==> src/logic/axiPkg.sv <==
package axiPkg;

  localparam int DATA_W = 32;

  // one enable per byte lane
  typedef logic [DATA_W/8-1:0] strobeT;

  // beats minus one, as on ARLEN
  typedef logic [7:0] burstLenT;

  typedef enum logic [1:0] {
    readIdle,
    readAddr,
    readData,
    readStall
  } readStateT;

  typedef enum logic [1:0] {
    writeIdle,
    writeAddr,
    writeData,
    writeResp
  } writeStateT;

endpackage
==> src/logic/cachePkg.sv <==
package cachePkg;

  ////////////////////
  // address split
  ////////////////////

  localparam int ADDR_W = 32;

  // byte offset inside one word
  localparam int OFFSET_W = 2;

  typedef logic [ADDR_W-1:0] addrT;
  typedef logic [axiPkg::DATA_W-1:0] wordT;

  ////////////////////
  // request attributes
  ////////////////////

  typedef enum logic [1:0] {
    sizeByte,
    sizeHalf,
    sizeWord
  } accessSizeT;

  // shared by both cache sides
  typedef enum logic [1:0] {
    cacheIdle,
    cacheLookup,
    cacheRefill,
    cacheRespond
  } cacheStateT;

endpackage

==> src/logic/refillIf.sv <==
`timescale 1ns/1ps

interface refillIf;

  // request side, held until the last beat
  logic           req;
  cachePkg::addrT addr;
  logic           burst;

  // returning beats in address order
  logic           beatValid;
  cachePkg::wordT beatData;
  logic           beatLast;

  modport cache (
    output req, addr, burst,
    input  beatValid, beatData, beatLast
  );

  modport master (
    input  req, addr, burst,
    output beatValid, beatData, beatLast
  );

endinterface

==> src/logic/axiReadMaster.sv <==
`timescale 1ns/1ps

module axiReadMaster #(
  parameter int BURST_LEN = 16
) (
  input  logic              clk,
  input  logic              resetn,
  input  logic              ARREADY,
  input  logic              RVALID,
  input  logic              RLAST,
  input  cachePkg::wordT    RDATA,
  output cachePkg::addrT    ARADDR,
  output axiPkg::burstLenT  ARLEN,
  output logic              ARVALID,
  output logic              RREADY,
  refillIf.master           inst,
  refillIf.master           data
);

  localparam axiPkg::burstLenT FULL_LEN = axiPkg::burstLenT'(BURST_LEN - 1);

  axiPkg::readStateT state;
  // set while the data side owns the bus
  logic              grantData;

  assign ARVALID = (state == axiPkg::readAddr);
  assign RREADY  = (state == axiPkg::readData);

  // beats only reach the granted side
  assign inst.beatValid = RREADY && RVALID && !grantData;
  assign inst.beatData  = RDATA;
  assign inst.beatLast  = RLAST;
  assign data.beatValid = RREADY && RVALID && grantData;
  assign data.beatData  = RDATA;
  assign data.beatLast  = RLAST;

  always_ff @(posedge clk) begin
    if (!resetn) begin
      state     <= axiPkg::readIdle;
      grantData <= 1'b0;
    end else begin
      case (state)
        axiPkg::readIdle: begin
          // data side wins a tie
          if (data.req) begin
            grantData <= 1'b1;
            state     <= axiPkg::readAddr;
          end else if (inst.req) begin
            grantData <= 1'b0;
            state     <= axiPkg::readAddr;
          end
        end
        axiPkg::readAddr: begin
          if (ARREADY) begin
            state <= axiPkg::readData;
          end
        end
        axiPkg::readData: begin
          if (RVALID && RLAST) begin
            state <= axiPkg::readStall;
          end
        end
        default: state <= axiPkg::readIdle;
      endcase
    end
  end

  // address phase payload, taken with the grant
  always_ff @(posedge clk) begin
    if (state == axiPkg::readIdle) begin
      if (data.req) begin
        ARADDR <= data.addr;
        ARLEN  <= data.burst ? FULL_LEN : '0;
      end else if (inst.req) begin
        ARADDR <= inst.addr;
        ARLEN  <= inst.burst ? FULL_LEN : '0;
      end
    end
  end

endmodule

==> src/flat_wrapper.sv <==
// flat-port wrapper written by rule: the top's interface ports become plain ports
module axiReadMaster_flat 
#(
  parameter int BURST_LEN = 16
)
  (clk, resetn, ARREADY, RVALID, RLAST, RDATA, ARADDR, ARLEN, ARVALID, RREADY, inst_req, inst_addr, inst_burst, inst_beatValid, inst_beatData, inst_beatLast, data_req, data_addr, data_burst, data_beatValid, data_beatData, data_beatLast);
  refillIf inst_i ();
  refillIf data_i ();
  input  logic clk;
  input  logic resetn;
  input  logic ARREADY;
  input  logic RVALID;
  input  logic RLAST;
  input  cachePkg::wordT RDATA;
  output cachePkg::addrT ARADDR;
  output axiPkg::burstLenT ARLEN;
  output logic ARVALID;
  output logic RREADY;
  input wire logic [$bits(inst_i.req)-1:0] inst_req;
  input wire logic [$bits(inst_i.addr)-1:0] inst_addr;
  input wire logic [$bits(inst_i.burst)-1:0] inst_burst;
  output wire logic [$bits(inst_i.beatValid)-1:0] inst_beatValid;
  output wire logic [$bits(inst_i.beatData)-1:0] inst_beatData;
  output wire logic [$bits(inst_i.beatLast)-1:0] inst_beatLast;
  input wire logic [$bits(data_i.req)-1:0] data_req;
  input wire logic [$bits(data_i.addr)-1:0] data_addr;
  input wire logic [$bits(data_i.burst)-1:0] data_burst;
  output wire logic [$bits(data_i.beatValid)-1:0] data_beatValid;
  output wire logic [$bits(data_i.beatData)-1:0] data_beatData;
  output wire logic [$bits(data_i.beatLast)-1:0] data_beatLast;
  assign inst_i.req = inst_req;
  assign inst_i.addr = inst_addr;
  assign inst_i.burst = inst_burst;
  assign inst_beatValid = inst_i.beatValid;
  assign inst_beatData = inst_i.beatData;
  assign inst_beatLast = inst_i.beatLast;
  assign data_i.req = data_req;
  assign data_i.addr = data_addr;
  assign data_i.burst = data_burst;
  assign data_beatValid = data_i.beatValid;
  assign data_beatData = data_i.beatData;
  assign data_beatLast = data_i.beatLast;
  axiReadMaster #(.BURST_LEN(BURST_LEN)) u_core (.clk(clk), .resetn(resetn), .ARREADY(ARREADY), .RVALID(RVALID), .RLAST(RLAST), .RDATA(RDATA), .ARADDR(ARADDR), .ARLEN(ARLEN), .ARVALID(ARVALID), .RREADY(RREADY), .inst(inst_i), .data(data_i));
endmodule
==> config.mk <==
export PLATFORM = sky130hd
export DESIGN_NAME = axiReadMaster_flat
export DESIGN_NICKNAME = d
export VERILOG_FILES = /design/src/logic/axiPkg.sv /design/src/logic/cachePkg.sv /design/src/logic/refillIf.sv /design/src/logic/axiReadMaster.sv /design/src/flat_wrapper.sv
export SDC_FILE = /design/constraint.sdc
export NUM_CORES = 1
export LEC_CHECK = 0
export BUFFER_PORTS_ARGS = -buffer_cell sky130_fd_sc_hd__buf_2
export CAP_MARGIN = 20
export CORE_MARGIN = 4
export CORE_UTILIZATION = 30
export DETAILED_ROUTE_END_ITERATION = 10
export PLACE_DENSITY = 0.69
export RECOVER_POWER = 50
export SYNTH_ARGS = -nofsm -noshare
export SYNTH_HDL_FRONTEND = slang
export SYNTH_SLANG_ARGS = --single-unit
==> constraint.sdc <==
create_clock -name clk -period 4.25 [get_ports clk]
set_input_delay 1.275 -clock clk [delete_from_list [all_inputs] [get_ports clk]]
set_output_delay 1.275 -clock clk [all_outputs]
set_load 0.005 [all_outputs]
==> results.toml <==
[status]
status = "finished with violations"
violations = "capacitance limit, slew limit"

[power_and_ir_drop]
p_sw_share_pct = 30.2
leakagePower_nw = 0.989
pwr-share-clk_pct = 20.9
p_per_area_mw_per_mm2 = 489
internal_power_mw = 0.794
seqPwrFrac_pct = 50.8
p_switching_mw = 0.344
peakVddDrop_v = 0.000174
comb_power_share_pct = 28.3

[clock_network]
clk_latency_ns = 0.28
cts_sinks = 36
post_cts_buffers = 0
cts-resized-gates = 0
clockBufferDepth = 2
htreeDepth = 2
cts_tree = "yes"
cts_root_buffer = "clkbuf_8"
hold_buffers = 0
clk_pin_slew_ns = 0.07
cts_made_buffers = 5

[critical_path]
crit_arrival_ns = 3.16
crit_top_cell = "clkbuf_1"
crit_path_end_kind = "register"
cp_slowest_cell = "clkbuf_1"
cp_data_required_time_ns = 4.28
crit_path_end = "u_core.ARADDR[13]$_DFFE_PP_"
regToRegSetupSlack_ns = 1.93
r2r_end = "u_core.ARADDR[13]$_DFFE_PP_"
cp_max_fo = 34
critPathMaxStageDelay_ns = 1.30
crit_type = "input port to register"
worstSetupStartpointType = "input port"
critical_path.cell_chain = "clkbuf_1 > clkbuf_1 > mux2_2"
reg2regPathDepth = 3
r2r_start = "u_core.state[0]$_SDFFE_PN0P_"
crit_start = "data_req"

[detailed_routing]
dr_wl_met2_mm = 2.06
top_layer_used = "met4"
drc = 0
wl_met1_mm = 1.47
wl_per_cell_um = 13.6
wl_met3_um = 577
dr.pass1.iters = 4
via_count = 1259
ant_nets = 0
viasPerCell = 4.02
wl_mm = 4.25
drtIter0Drc = 10

[timing]
max_clock_freq_mhz = 320
worst_pin_slew_ns = 1.78
drv_slew = 69
period_share_pct = 73.6
rsz0062_at_grt = "false"
hold_viol_final = 0
timing.final.crit_period_ns = 3.13
finalClockSkew_ns = 0.00360
setup_viol = 0
tns_ns = 0
setup_ws_ns = 1.12
slew_headroom_pct = -18.9

[synth]
yosysWarnings = 0
syn_area_per_cell_sq_um = 12.8
netlist_top_cells_area = "edfxtp_1 (46%), buf_4 (26%), mux2_2 (17%)"
synth_area_sq_mm = 0.00214
yosys_register_bits = 36
ys_seq_area_share_pct = 49.0
synth.distinct_cells = 18
yosys.area.top_type_share_pct = 46.2
syn_inst = 168
yosysTopAreaCell = "edfxtp_1"

[final_layout]
nets = 324
drive_gt1_share_pct = 59.4
antennaDiodeCount = 0
finalNonFillerCells = 313
area_delta_synth_final_pct = 8.58

[placement]
dp_slack_ns = 1.31
hpwl_mm = 3.34
place.gp.congestion = 0.720
place.port_buffers = 114
placedCellCount = 305

[worst_hold_path]
worstHoldStart = "u_core.state[1]$_SDFFE_PN0P_"
hold_class = "register to register"

[die]
dieArea_sq_mm = 0.00857
ioPinCount = 215
coreArea_sq_mm = 0.00687
dieHeight_um = 92.6
num_rows = 30
initial_core_util_pct = 31.2
fp.dieW_um = 92.6

[global_route]
grt_pass1_wl_mm = 6.12
track_usage_pct = 9.17
grt_overflow = 0
grt_max_degree = 35
antenna_found_initial = 0
grt_pass1_vias = 1272

[run]
drv_cap = 2
[flip-flops by register name, indices dropped and copies added (netlist names)]
| signal | cells |
|---|---|
| u_core.grantData | 1 |
| u_core.ARLEN | 1 |
| u_core.state | 2 |
| u_core.ARADDR | 32 |
[cells in the final DEF (no fill, tap or decap)]
cell type  netlist  routed
o21a_1           1       1
nand2_1          5       5
and3_1           1       1
inv_1            2       2
nor2b_1          3       2
a22oi_1          1       1
mux2_1           0       1
buf_2            3      88
clkinv_2         0       2
clkinv_4         0       1
clkbuf_1         0      27
mux2i_1          1       1
dfxtp_1          3       3
clkbuf_8         0       5
nor2_1           1       2
mux2_2          33      32
ha_1             3       3
o31a_1           1       1
a221oi_1         0       1
nor2b_2          0       1
edfxtp_1        33      33
conb_1           1       4
[kinds of logic (layout without fill, tap and decap cells)]
group           after synthesis  in the layout  share of synthesized area, %
buf+inv                      79            125                          27.0
compound gates                4              4                          1.81
flops                        36             36                          49.0
fa+ha+maj                     3              3                          1.75
mux                          34             34                          17.8
other cells                   1              4                         0.175
simple gates                 11             11                          2.51
[synth_stat cells]
cell,instances
a221oi_2,1
a22oi_1,1
and3_1,1
buf_2,3
buf_4,74
conb_1,1
dfxtp_1,3
edfxtp_1,33
ha_1,3
inv_1,2
mux2_2,33
mux2i_1,1
nand2_1,5
nor2_1,1
nor2_2,1
nor2b_1,3
o21a_1,1
o31a_1,1
[final cells by class]
type	count	area, sq um
Tap cell	96	120
Multi-Input combinational cell	56	520
Sequential cell	36	1050
Inverter	2	7.51
Fill cell	695	4540
Timing Repair Buffer	115	542
Clock inverter	3	18.8
Clock buffer	5	68.8
[worst min path at each step]
| stage | endpoint | slack [ns] | cells past startpoint |
|---|---|---|---|
| finish | u_core.state[1]$_SDFFE_PN0P_ | 0.49 | 2 |
| global route | u_core.state[1]$_SDFFE_PN0P_ | 0.53 | 2 |
| CTS | u_core.state[1]$_SDFFE_PN0P_ | 0.49 | 2 |
| detailed placement | u_core.state[1]$_SDFFE_PN0P_ | 0.48 | 2 |
| global placement | u_core.state[1]$_SDFFE_PN0P_ | 0.46 | 2 |
| floorplan | u_core.state[1]$_SDFFE_PN0P_ | 0.45 | 2 |
[metal layers]
metal,vias to the layer above,global-route usage [%]
met4,0,5.69
met2,88,16.2
met1,554,8.56
met3,23,4.14
met5,-,0
li1,594,-
[worst max-delay path, delay by kind of cell]
kind,cells,cell delay (ns)
buffers and inverters,2,1.42
muxes,1,0.45
[power groups by stage]
stage          combinational (mW)  clock, mW  sequential [mW]
2_1_floorplan               0.217          0            0.599
3_3_place_gp                0.355          0            0.577
3_5_place_dp                0.359          0            0.582
4_1_cts                     0.359      0.250            0.575
5_1_grt                     0.362      0.265            0.590
6_report                    0.322      0.238            0.578
[metrics by stage]
| stage | util [%] | cell area (sq um) | hold slack, ns | power (mW) |
|---|---|---|---|---|
| 6_report | 33.9 | 2330 | 0.491 | 1.14 |
| 5_1_grt | 33.9 | 2330 | 0.530 | 1.22 |
| 4_1_cts | 34.6 | 2380 | 0.495 | 1.18 |
| 3_5_place_dp | 33.4 | 2290 | 0.484 | 0.941 |
| 3_3_place_gp | 33.4 | 2290 | 0.464 | 0.931 |
| 2_1_floorplan | - | 2160 | 0.451 | 0.816 |
(Power assumes the default switching activity.)
