===== src/logic/axiPkg.sv =====
package axiPkg;

  localparam int DATA_W = 32;

  // one enable per byte lane
  typedef logic [DATA_W/8-1:0] strobeT;

  // beats minus one, as on ARLEN
  typedef logic [7:0] burstLenT;

  typedef enum logic [1:0] {
    readIdle,
    readAddr,
    readData,
    readStall
  } readStateT;

  typedef enum logic [1:0] {
    writeIdle,
    writeAddr,
    writeData,
    writeResp
  } writeStateT;

endpackage

===== src/logic/cachePkg.sv =====
package cachePkg;

  ////////////////////
  // address split
  ////////////////////

  localparam int ADDR_W = 32;

  // byte offset inside one word
  localparam int OFFSET_W = 2;

  typedef logic [ADDR_W-1:0] addrT;
  typedef logic [axiPkg::DATA_W-1:0] wordT;

  ////////////////////
  // request attributes
  ////////////////////

  typedef enum logic [1:0] {
    sizeByte,
    sizeHalf,
    sizeWord
  } accessSizeT;

  // shared by both cache sides
  typedef enum logic [1:0] {
    cacheIdle,
    cacheLookup,
    cacheRefill,
    cacheRespond
  } cacheStateT;

endpackage


===== src/logic/storeIf.sv =====
`timescale 1ns/1ps

interface storeIf;

  logic            valid;
  cachePkg::addrT  addr;
  cachePkg::wordT  data;
  axiPkg::strobeT  strobe;
  // high while a store is in flight on the bus
  logic            busy;

  modport cache (
    output valid, addr, data, strobe,
    input  busy
  );

  modport master (
    input  valid, addr, data, strobe,
    output busy
  );

endinterface


===== src/logic/axiWriteMaster.sv =====
`timescale 1ns/1ps

module axiWriteMaster (
  input  logic            clk,
  input  logic            resetn,
  input  logic            AWREADY,
  input  logic            WREADY,
  input  logic            BVALID,
  output cachePkg::addrT  AWADDR,
  output logic            AWVALID,
  output cachePkg::wordT  WDATA,
  output axiPkg::strobeT  WSTRB,
  output logic            WVALID,
  output logic            BREADY,
  storeIf.master          store
);

  axiPkg::writeStateT state;

  assign AWVALID    = (state == axiPkg::writeAddr);
  assign WVALID     = (state == axiPkg::writeData);
  assign BREADY     = (state == axiPkg::writeResp);
  assign store.busy = (state != axiPkg::writeIdle);

  // one phase after the other
  always_ff @(posedge clk) begin
    if (!resetn) begin
      state <= axiPkg::writeIdle;
    end else begin
      case (state)
        axiPkg::writeIdle: if (store.valid) state <= axiPkg::writeAddr;
        axiPkg::writeAddr: if (AWREADY) state <= axiPkg::writeData;
        axiPkg::writeData: if (WREADY) state <= axiPkg::writeResp;
        axiPkg::writeResp: if (BVALID) state <= axiPkg::writeIdle;
        default:           state <= axiPkg::writeIdle;
      endcase
    end
  end

  always_ff @(posedge clk) begin
    if (state == axiPkg::writeIdle && store.valid) begin
      AWADDR <= store.addr;
      WDATA  <= store.data;
      WSTRB  <= store.strobe;
    end
  end

endmodule


===== src/flat_wrapper.sv =====
// flat-port wrapper written by rule: the top's interface ports become plain ports
module axiWriteMaster_flat 
  (clk, resetn, AWREADY, WREADY, BVALID, AWADDR, AWVALID, WDATA, WSTRB, WVALID, BREADY, store_valid, store_addr, store_data, store_strobe, store_busy);
  storeIf store_i ();
  input  logic clk;
  input  logic resetn;
  input  logic AWREADY;
  input  logic WREADY;
  input  logic BVALID;
  output cachePkg::addrT AWADDR;
  output logic AWVALID;
  output cachePkg::wordT WDATA;
  output axiPkg::strobeT WSTRB;
  output logic WVALID;
  output logic BREADY;
  input wire logic [$bits(store_i.valid)-1:0] store_valid;
  input wire logic [$bits(store_i.addr)-1:0] store_addr;
  input wire logic [$bits(store_i.data)-1:0] store_data;
  input wire logic [$bits(store_i.strobe)-1:0] store_strobe;
  output wire logic [$bits(store_i.busy)-1:0] store_busy;
  assign store_i.valid = store_valid;
  assign store_i.addr = store_addr;
  assign store_i.data = store_data;
  assign store_i.strobe = store_strobe;
  assign store_busy = store_i.busy;
  axiWriteMaster u_core (.clk(clk), .resetn(resetn), .AWREADY(AWREADY), .WREADY(WREADY), .BVALID(BVALID), .AWADDR(AWADDR), .AWVALID(AWVALID), .WDATA(WDATA), .WSTRB(WSTRB), .WVALID(WVALID), .BREADY(BREADY), .store(store_i));
endmodule

===== config.mk =====
export PLATFORM = sky130hd
export DESIGN_NAME = axiWriteMaster_flat
export DESIGN_NICKNAME = d
export VERILOG_FILES = /design/src/logic/axiPkg.sv /design/src/logic/cachePkg.sv /design/src/logic/storeIf.sv /design/src/logic/axiWriteMaster.sv /design/src/flat_wrapper.sv
export SDC_FILE = /design/constraint.sdc
export NUM_CORES = 1
export LEC_CHECK = 0
export BUFFER_PORTS_ARGS = -buffer_cell sky130_fd_sc_hd__clkbuf_2
export CAP_MARGIN = 20
export CORE_MARGIN = 4
export CORE_UTILIZATION = 37
export CTS_BUF_LIST = sky130_fd_sc_hd__clkbuf_8 sky130_fd_sc_hd__clkbuf_16
export DETAILED_ROUTE_END_ITERATION = 8
export PLACE_DENSITY = 0.76
export SYNTH_ARGS = -nofsm -noshare
export SYNTH_HDL_FRONTEND = slang
export SYNTH_SLANG_ARGS = --single-unit

===== constraint.sdc =====
create_clock -name clk -period 1.86 [get_ports clk]
set_clock_uncertainty 0.15 [all_clocks]
set_input_delay 0 -clock clk [delete_from_list [all_inputs] [get_ports clk]]
set_output_delay 0 -clock clk [all_outputs]
set_load 0.01 [all_outputs]

==> results of run 1 <==
==> synthesized netlist by cell type <==
cell | number | area share, %
nand2_1 | 3 | 0.50
ha_1 | 5 | 2.8
dfxtp_1 | 2 | 1.8
inv_1 | 3 | 0.50
o21ai_0 | 1 | 0.22
o2111a_2 | 1 | 0.56
mux2i_1 | 2 | 0.90
and2_2 | 1 | 0.34
nand2b_1 | 3 | 0.84
edfxtp_1 | 68 | 92
==> final cells by class <==
| cell class | count | share of cell area [%] |
|---|---|---|
| Clock buffer | 9 | 3.09 |
| Clock inverter | 7 | 2.43 |
| Inverter | 3 | 0.281 |
| Multi-Input combinational cell | 16 | 3.46 |
| Sequential cell | 70 | 51.9 |
| Tap cell | 75 | 2.34 |
| Timing Repair Buffer | 217 | 36.5 |
==> critical path, stage by stage (launching register included) <==
cell     delay (ps)
dfxtp_1         350
inv_1           120
ha_1            180
and2_4          250
buf_12          240
==> power by group through the flow <==
| stage | combinational, mW | clock [mW] | sequential, mW |
|---|---|---|---|
| 2_1_floorplan | 0.311 | 0 | 2.52 |
| 3_3_place_gp | 1.05 | 0 | 2.33 |
| 3_5_place_dp | 1.08 | 0 | 2.35 |
| 4_1_cts | 1.20 | 1.36 | 2.32 |
| 5_1_grt | 1.28 | 1.46 | 2.36 |
| 6_report | 1.18 | 1.34 | 2.33 |
==> cells in the final DEF, fill, tap and decap left out <==
cell type      count
and2_4             1
buf_12             2
bufinv_16          2
clkbuf_2         145
clkbuf_8           9
clkinv_1           1
clkinv_4           2
clkinvlp_4         1
dfxtp_1            2
dlygate4sd3_1     70
edfxtp_1          68
ha_1               5
inv_1              3
inv_6              1
mux2i_1            2
nand2_1            3
nand2b_1           3
o2111a_2           1
o21ai_0            1
==> metal layers <==
layer	up-vias	GRT usage, %
li1	799	-
met1	832	19.5
met2	97	34.0
met3	8	6.53
met4	0	5.76
met5	-	0
==> logic make-up (layout without fill, tap and decap cells) <==
family | Yosys count | in the layout | share of synthesized area, %
flip-flops | 70 | 70 | 93.3
buffers and inverters | 3 | 236 | 0.505
AO/OA/AOI/OAI | 2 | 2 | 0.785
adder cells (fa/ha/maj) | 5 | 5 | 2.80
AND/OR/NAND/NOR | 7 | 7 | 1.68
multiplexers | 2 | 2 | 0.897
==> flip-flops by register name (all words and copies together), names as in the netlist <==
signal / flops
u_core.WSTRB: 4
u_core.state: 2
u_core.WDATA: 32
u_core.AWADDR: 32
==> worst paths after layout <==
| path | startpoint | end | slack, ps | cells past startpoint |
|---|---|---|---|---|
| min reg2reg | u_core.state[1] | u_core.state[1] | 350 | 2 |
| min | AWREADY | u_core.state[1] | 10 | 4 |
| max | u_core.state[0] | u_core.WDATA[22] | 280 | 4 |
| max reg2reg | u_core.state[0] | u_core.WDATA[22] | 280 | 4 |
==> what timing repair did <==
| item | in CTS | in global routing |
|---|---|---|
| hold buffers | 70 | 0 |
| resized for setup | 0 | 0 |
| endpoints found under the hold margin | 78 | 0 |
| endpoints found under the setup margin | 0 | 0 |
==> metrics.csv, run 1 <==
metric,value,unit
die_w,85.7,µm
cts_buffers,9,
multi_input_area,139,µm²
syn-mean-instance-area,25.1,µm²
num_antenna_cells,0,
place_congestion,0.784,
drive_gt1_share,50.9,%
antenna_found_initial,0,
route.met2.wl,3600,µm
die_h,85.7,µm
vias_per_cell,4.37,
switching_share,28.4,%
status,"finished, final reports clean",
synthesis.nets,168,
overflow,0,
wl,6600,µm
fin_ws,278,ps
p_clk_share,27.7,%
placement_rows,28,
fin_util,68.2,%
design_area,4010,µm²
dp_hpwl,4290,µm
ir_drop,0.640,mV
clock_latency,330,ps
finalCritPeriodShare,85.0,%
area_delta_synth_final,79.9,%
required,1740,ps
htree_levels,3,
grtUsageTotal,18.4,%
place_inst,311,
io_buffer_count,145,
die_area,7340,µm²
period_minus_slack,1580,ps
final_net_count,396,
wire_per_inst,16.6,µm
tritoncts,built,
critical_path_class,reg -> reg,
root_buffer,clkbuf_8,
p_int,3.48,mW
slew_headroom,87.2,%
p_seq_share,47.9,%
dr.pass1.iters,4,
grt_pass1_vias,1811,
postCtsSetupBuffers,0,
whs,9.58,ps
pin_count,146,
grt_pass1_wl,9730,µm
drc,0,
top_layer_used,met4,
power,4.85,mW
final_hold_viol_count,0,
end_kind,flip-flop,
p_leak,1.76,nW
place_ws,284,ps
grt_max_degree,37,
setup_tns,0,ps
wl_met1,2320,µm
yosysWarnings,0,
setup_viol,0,
rsz0062_at_grt,false,
p_switching,1.38,mW
core_area,5890,µm²
ys_seq_elements,70,
path_max_fanout,36,
cts.path.max_buffers,2,
first_iter_violations,68,
numClockSinks,70,
startpoint_type,flip-flop,
postSynthCellCount,89,
slew_violations,0,
route.vias.total,1736,
ys_types,10,
cp.arrival,1460,ps
min-delay-path-class,in -> reg,
ant_nets,0,
regArea,2080,µm²
initial_core_util,37.9,%
combPwrFrac,24.4,%
n_fill_cell,396,
dpl-instance-area,3090,µm²
p_per_area,1210,nW/µm²
worst_pin_slew,191,ps
ys_seq_area_share,93.3,%
clkTransAtPathRegs,70,ps
cap_violations,0,
fin_cells,397,
fmax,632,MHz
met3_length,613,µm
mappedNetlistArea,2230,µm²
Power figures use the tool's default switching activity.
==> run 2, diff against run 1 <==
Settings changed: CORE_ASPECT_RATIO set to 1.5, CORE_MARGIN 4 to not set, CORE_UTILIZATION 37 to 41, PLACE_DENSITY 0.76 to 0.79.
Clock period 1.86 ns to 1.56 ns, I/O delays scaled along.
==> run 2 against run 1 <==
  * Sequential share of layout area shrank 0.20 points
  * Non-clock buffer count grew 1
  * Cell count shrank 1.3%
  * Largest power group unchanged
==> metrics.csv, run 2 (synthesized netlist as in run 1, its figures left out) <==
metric,value,unit,change
status,"finished, final reports clean",,unchanged
tritoncts,built,,unchanged
rsz0062_at_grt,false,,unchanged
grt_pass1_wl,9070,µm,was 9730 µm
pin_count,146,,unchanged
setup_viol,0,,unchanged
htree_levels,3,,unchanged
r2r_cells,4,,unchanged
hold_buffers,70,,unchanged
required,1440,ps,was 1740 ps
root_buffer,clkbuf_8,,unchanged
slowest_stage,dfxtp_2,,was dfxtp_1
clkTransAtPathRegs,70,ps,about the same
antenna_found_initial,1,,was 0
slowest_delay,350,ps,about the same
place_congestion,0.797,,was 0.784
io_buffer_count,145,,unchanged
grtUsageTotal,22.3,%,was 18.4%
cts.path.max_buffers,2,,unchanged
worstHoldStart,AWREADY,,unchanged
final_hold_viol_count,0,,unchanged
critical_path_class,reg -> reg,,unchanged
cp.arrival,1290,ps,was 1460 ps
ir_drop,1.08,mV,was 0.640 mV
whs,36.9,ps,was 9.58 ps
power,5.78,mW,was 4.85 mW
slew_headroom,87.8,%,was 87.2%
initial_core_util,42.9,%,was 37.9%
regToRegStartpoint,u_core.state[1],,was u_core.state[0]
overflow,0,,unchanged
dp_hpwl,3610,µm,was 4290 µm
die_area,5750,µm²,was 7340 µm²
clock_latency,320,ps,was 330 ps
min-delay-path-class,in -> reg,,unchanged
area_delta_synth_final,80.8,%,was 79.9%
period_minus_slack,1410,ps,was 1580 ps
wire_per_inst,15.8,µm,was 16.6 µm
setup_tns,0,ps,unchanged
drc,0,,unchanged
dpl-instance-area,3120,µm²,was 3090 µm²
rr_endpoint,u_core.WDATA[15],,was u_core.WDATA[22]
dr.pass1.iters,4,,unchanged
path_cells,inv_2 -> ha_4 -> and2_4 -> buf_12,,was inv_1 -> ha_1 -> and2_4 -> buf_12
worst_pin_slew,181,ps,was 191 ps
cap_violations,0,,unchanged
wl,6200,µm,was 6600 µm
layout_commonest_cell,clkbuf_2,,unchanged
placement_rows,32,,was 28
whs_path_depth,4,,unchanged
finalCritPeriodShare,90.2,%,was 85.0%
grt_pass1_vias,1882,,"was 1,811"
cts_buffers,9,,unchanged
min_to,u_core.state[1],,unchanged
r2r_setup_slack,150,ps,was 280 ps
grt_max_degree,26,,was 37
slew_violations,0,,unchanged
die_h,92.3,µm,was 85.7 µm
core_area,5200,µm²,was 5890 µm²
drive_gt1_share,52.6,%,was 50.9%
final_net_count,397,,was 396
fmax,711,MHz,was 632 MHz
design_area,4030,µm²,was 4010 µm²
first_iter_violations,47,,was 68
cts_resized,0,,unchanged
p_leak,1.77,nW,was 1.76 nW
numClockSinks,70,,unchanged
p_per_area,1430,nW/µm²,was 1210 nW/µm²
path_max_fanout,25,,was 36
startpoint_type,flip-flop,,unchanged
vias_per_cell,4.32,,was 4.37
route.vias.total,1695,,"was 1,736"
die_w,62.2,µm,was 85.7 µm
reg_top3,"u_core.AWADDR x32, u_core.WDATA x32, u_core.WSTRB x4",,unchanged
ant_nets,0,,unchanged
end_kind,flip-flop,,unchanged
postCtsSetupBuffers,0,,unchanged
final_cell_mix,"clkbuf_2, dlygate4sd3_1, edfxtp_1",,unchanged
==> run 2: cell types whose count changed in the layout (fill, tap and decap cells not counted), sizes merged <==
cell	previous run	this run
buf	2	3
clkinvlp	1	2
diode	0	1
inv	4	3
==> run 2: how the worst max path moves through the flow <==
stage	from	to	slack, ps
after detailed placement	u_core.state[1]	u_core.AWADDR[23]	170
after CTS	u_core.state[1]	u_core.WDATA[6]	160
final	u_core.state[1]	u_core.WDATA[15]	150
after global placement	u_core.state[1]	u_core.WDATA[8]	190
after floorplan	u_core.state[1]	u_core.AWADDR[0]	-60
after global routing	u_core.state[0]	u_core.state[0]	70
==> run 2: per-layer routing <==
layer	up-vias	GRT usage, %	part of all wire (%)
li1	801	-	-
met1	787	18.5	31
met2	94	44.8	58
met3	13	7.51	7.5
met4	0	11.2	3.0
met5	-	0	0
==> run 2: per-stage QoR <==
stage	std cells	utilization, %	setup WS, ps
2_1_floorplan	89	-	-56.9
3_3_place_gp	305	59.9	186
3_5_place_dp	305	59.9	169
4_1_cts	391	77.5	161
5_1_grt	392	77.5	70.2
6_report	392	77.5	153
==> run 2: critical path, delay by kind of cell (launching register included) <==
kind	cells	cell delay, ps
buffers and inverters	2	280
DFF	1	350
adders and majority gates	1	130
and+or+nand+nor	1	190
==> run 2: cell type report <==
class | count | area, µm²
diodes | 1 | 2.50
clock buffers | 9 | 124
clock inverters | 7 | 88.8
fillers | 309 | 1170
inverters | 3 | 11.3
multi-input cells | 16 | 151
flip-flops and latches | 70 | 2080
well taps | 68 | 85.1
repair buffers | 218 | 1490
==> run 2: power by group <==
| group | switching, mW | internal [mW] | leakage [nW] |
|---|---|---|---|
| registers | 0.149 | 2.63 | 0.665 |
| clock network | 0.633 | 0.888 | 0.103 |
| logic | 0.815 | 0.662 | 1.00 |
==> run 3, diff against run 2 <==
Settings changed: CELL_PAD_IN_SITES_DETAIL_PLACEMENT set to 2, CELL_PAD_IN_SITES_GLOBAL_PLACEMENT set to 2, CORE_UTILIZATION 41 to 24, PLACE_DENSITY 0.79 to 0.75.
Clock period 1.56 ns to 1.24 ns, I/O delays scaled along.
==> run 3 against run 2 <==
  * The flow now finishes with violations (negative setup slack)
  * Count of clock-buffer cells in the layout unchanged
  * Global-route usage is 5.7 points lower
  * Total power grew 36%
  * Cell area grew 4.6%
  * Clock power increased by 41%
  * Worst hold slack better by 19 ps
  * Via count grew 1.9%
  * Wire length is 24% higher
  * Worst setup slack got worse by 300 ps
  * Critical path type unchanged
  * Highest routed layer unchanged
==> metrics.csv, run 3 (synthesized netlist as in run 1, its figures left out) <==
metric,value,unit,change
slowest_delay,340,ps,was 350 ps
io_buffer_count,145,,unchanged
cap_violations,0,,unchanged
r2r_setup_slack,-150,ps,was 150 ps
grt_max_degree,26,,unchanged
drive_gt1_share,52.9,%,was 52.6%
grtUsageTotal,16.6,%,was 22.3%
tritoncts,built,,unchanged
setup_viol,74,,was 0
slew_headroom,86.1,%,was 87.8%
cts_buffers,9,,unchanged
min-delay-path-class,in -> reg,,unchanged
place_inst,352,,was 305
numClockSinks,70,,unchanged
num_antenna_cells,0,,was 1
clock_latency,320,ps,about the same
final_cell_mix,"clkbuf_2, dlygate4sd3_1, edfxtp_1",,unchanged
fin_ws,-149,ps,was 153 ps
die_area,9690,µm²,was 5750 µm²
required,1110,ps,was 1440 ps
critical_path_class,reg -> reg,,unchanged
core_area,8930,µm²,was 5200 µm²
status,"complete, but fails checks",,"was finished, final reports clean"
path_cells,inv_4 -> ha_4 -> and2_4 -> buf_12,,was inv_2 -> ha_4 -> and2_4 -> buf_12
period_minus_slack,1390,ps,was 1410 ps
pin_count,146,,unchanged
place_congestion,0.743,,was 0.797
grt_pass1_vias,2032,,"was 1,882"
reg_top3,"u_core.AWADDR x32, u_core.WDATA x32, u_core.WSTRB x4",,unchanged
ir_drop,0.917,mV,was 1.08 mV
clkTransAtPathRegs,50,ps,was 70 ps
dpl-instance-area,3210,µm²,was 3120 µm²
wl,7690,µm,was 6200 µm
path_max_fanout,25,,unchanged
p_per_area,1870,nW/µm²,was 1430 nW/µm²
design_area,4220,µm²,was 4030 µm²
grt_pass1_wl,11200,µm,was 9070 µm
p_leak,1.83,nW,was 1.77 nW
wire_per_inst,17.6,µm,was 15.8 µm
initial_core_util,25.0,%,was 42.9%
fin_cells,437,,was 392
final_hold_viol_count,0,,unchanged
postCtsSetupBuffers,0,,unchanged
slew_violations,0,,unchanged
area_delta_synth_final,89.1,%,was 80.8%
root_buffer,clkbuf_16,,was clkbuf_8
final_net_count,402,,was 397
rsz0062_at_grt,true,,was false
end_kind,flip-flop,,unchanged
dr.pass1.iters,4,,unchanged
layout_commonest_cell,clkbuf_2,,unchanged
first_iter_violations,68,,was 47
overflow,0,,unchanged
route.vias.total,1727,,"was 1,695"
cts.path.max_buffers,2,,unchanged
finalCritPeriodShare,112,%,was 90.2%
slowest_stage,dfxtp_2,,unchanged
drc,0,,unchanged
dp_hpwl,4870,µm,was 3610 µm
worst_pin_slew,206,ps,was 181 ps
cp.arrival,1260,ps,was 1290 ps
die_w,80.7,µm,was 62.2 µm
setup_tns,-9610,ps,was 0 ps
ant_nets,0,,unchanged
antenna_found_initial,0,,was 1
placement_rows,42,,was 32
htree_levels,3,,unchanged
startpoint_type,flip-flop,,unchanged
violations,negative setup slack,,
vias_per_cell,3.95,,was 4.32
die_h,120,µm,was 92.3 µm
fmax,720,MHz,was 711 MHz
==> run 3: worst paths after layout <==
path,from,to,cells past startpoint
setup / recovery,u_core.state[1],u_core.AWADDR[17],4
hold / removal,AWREADY,u_core.state[1],4
setup reg to reg,u_core.state[1],u_core.AWADDR[17],4
hold reg to reg,u_core.state[1],u_core.state[1],3
==> run 3: critical path, delay by kind of cell (launching register included) <==
kind,cells,cell delay (ps)
flip-flops,1,340
adder cells (fa/ha/maj),1,130
buffers and inverters,2,270
AND/OR/NAND/NOR,1,190
==> run 3: per-stage QoR <==
| step | setup slack [ps] | hold WS, ps | total power [mW] | util, % |
|---|---|---|---|---|
| 6_report | -149 | 56.0 | 7.87 | 47.2 |
| 5_1_grt | -184 | 90.5 | 8.26 | 47.2 |
| 4_1_cts | -147 | 26.9 | 7.79 | 46.7 |
| 3_5_place_dp | -139 | 28.9 | 5.41 | 35.9 |
| 3_3_place_gp | -112 | 27.0 | 5.31 | 35.9 |
| 2_1_floorplan | -377 | -51.1 | 4.29 | - |
==> run 3: metal layers <==
| layer | vias up | global-route usage [%] | wire length, µm |
|---|---|---|---|
| li1 | 813 | - | - |
| met1 | 844 | 14.9 | 2440 |
| met2 | 63 | 33.8 | 4850 |
| met3 | 7 | 3.42 | 315 |
| met4 | 0 | 6.70 | 91 |
| met5 | - | 0 | 0 |
==> run 3: power breakdown <==
group          internal, mW  leakage, nW  switching, mW
clock network          1.30        0.134          0.851
logic                  1.02         1.03           1.19
registers              3.32        0.665          0.190
total                  5.64         1.83           2.23
==> run 3: repair_timing <==
action	CTS	global route
hold buffers	70	0
gates resized for setup	3	13
endpoints found under the hold margin	70	0
endpoints found under the setup margin	74	74
pin swaps	0	1
==> run 3: final cells by class <==
class	count	area (µm²)
inverter	3	16.3
clock inverter	6	23.8
fill	866	4720
sequential	70	2080
tap	110	138
multi-input combinational	16	179
clock buffer	9	225
timing repair buffer	223	1550
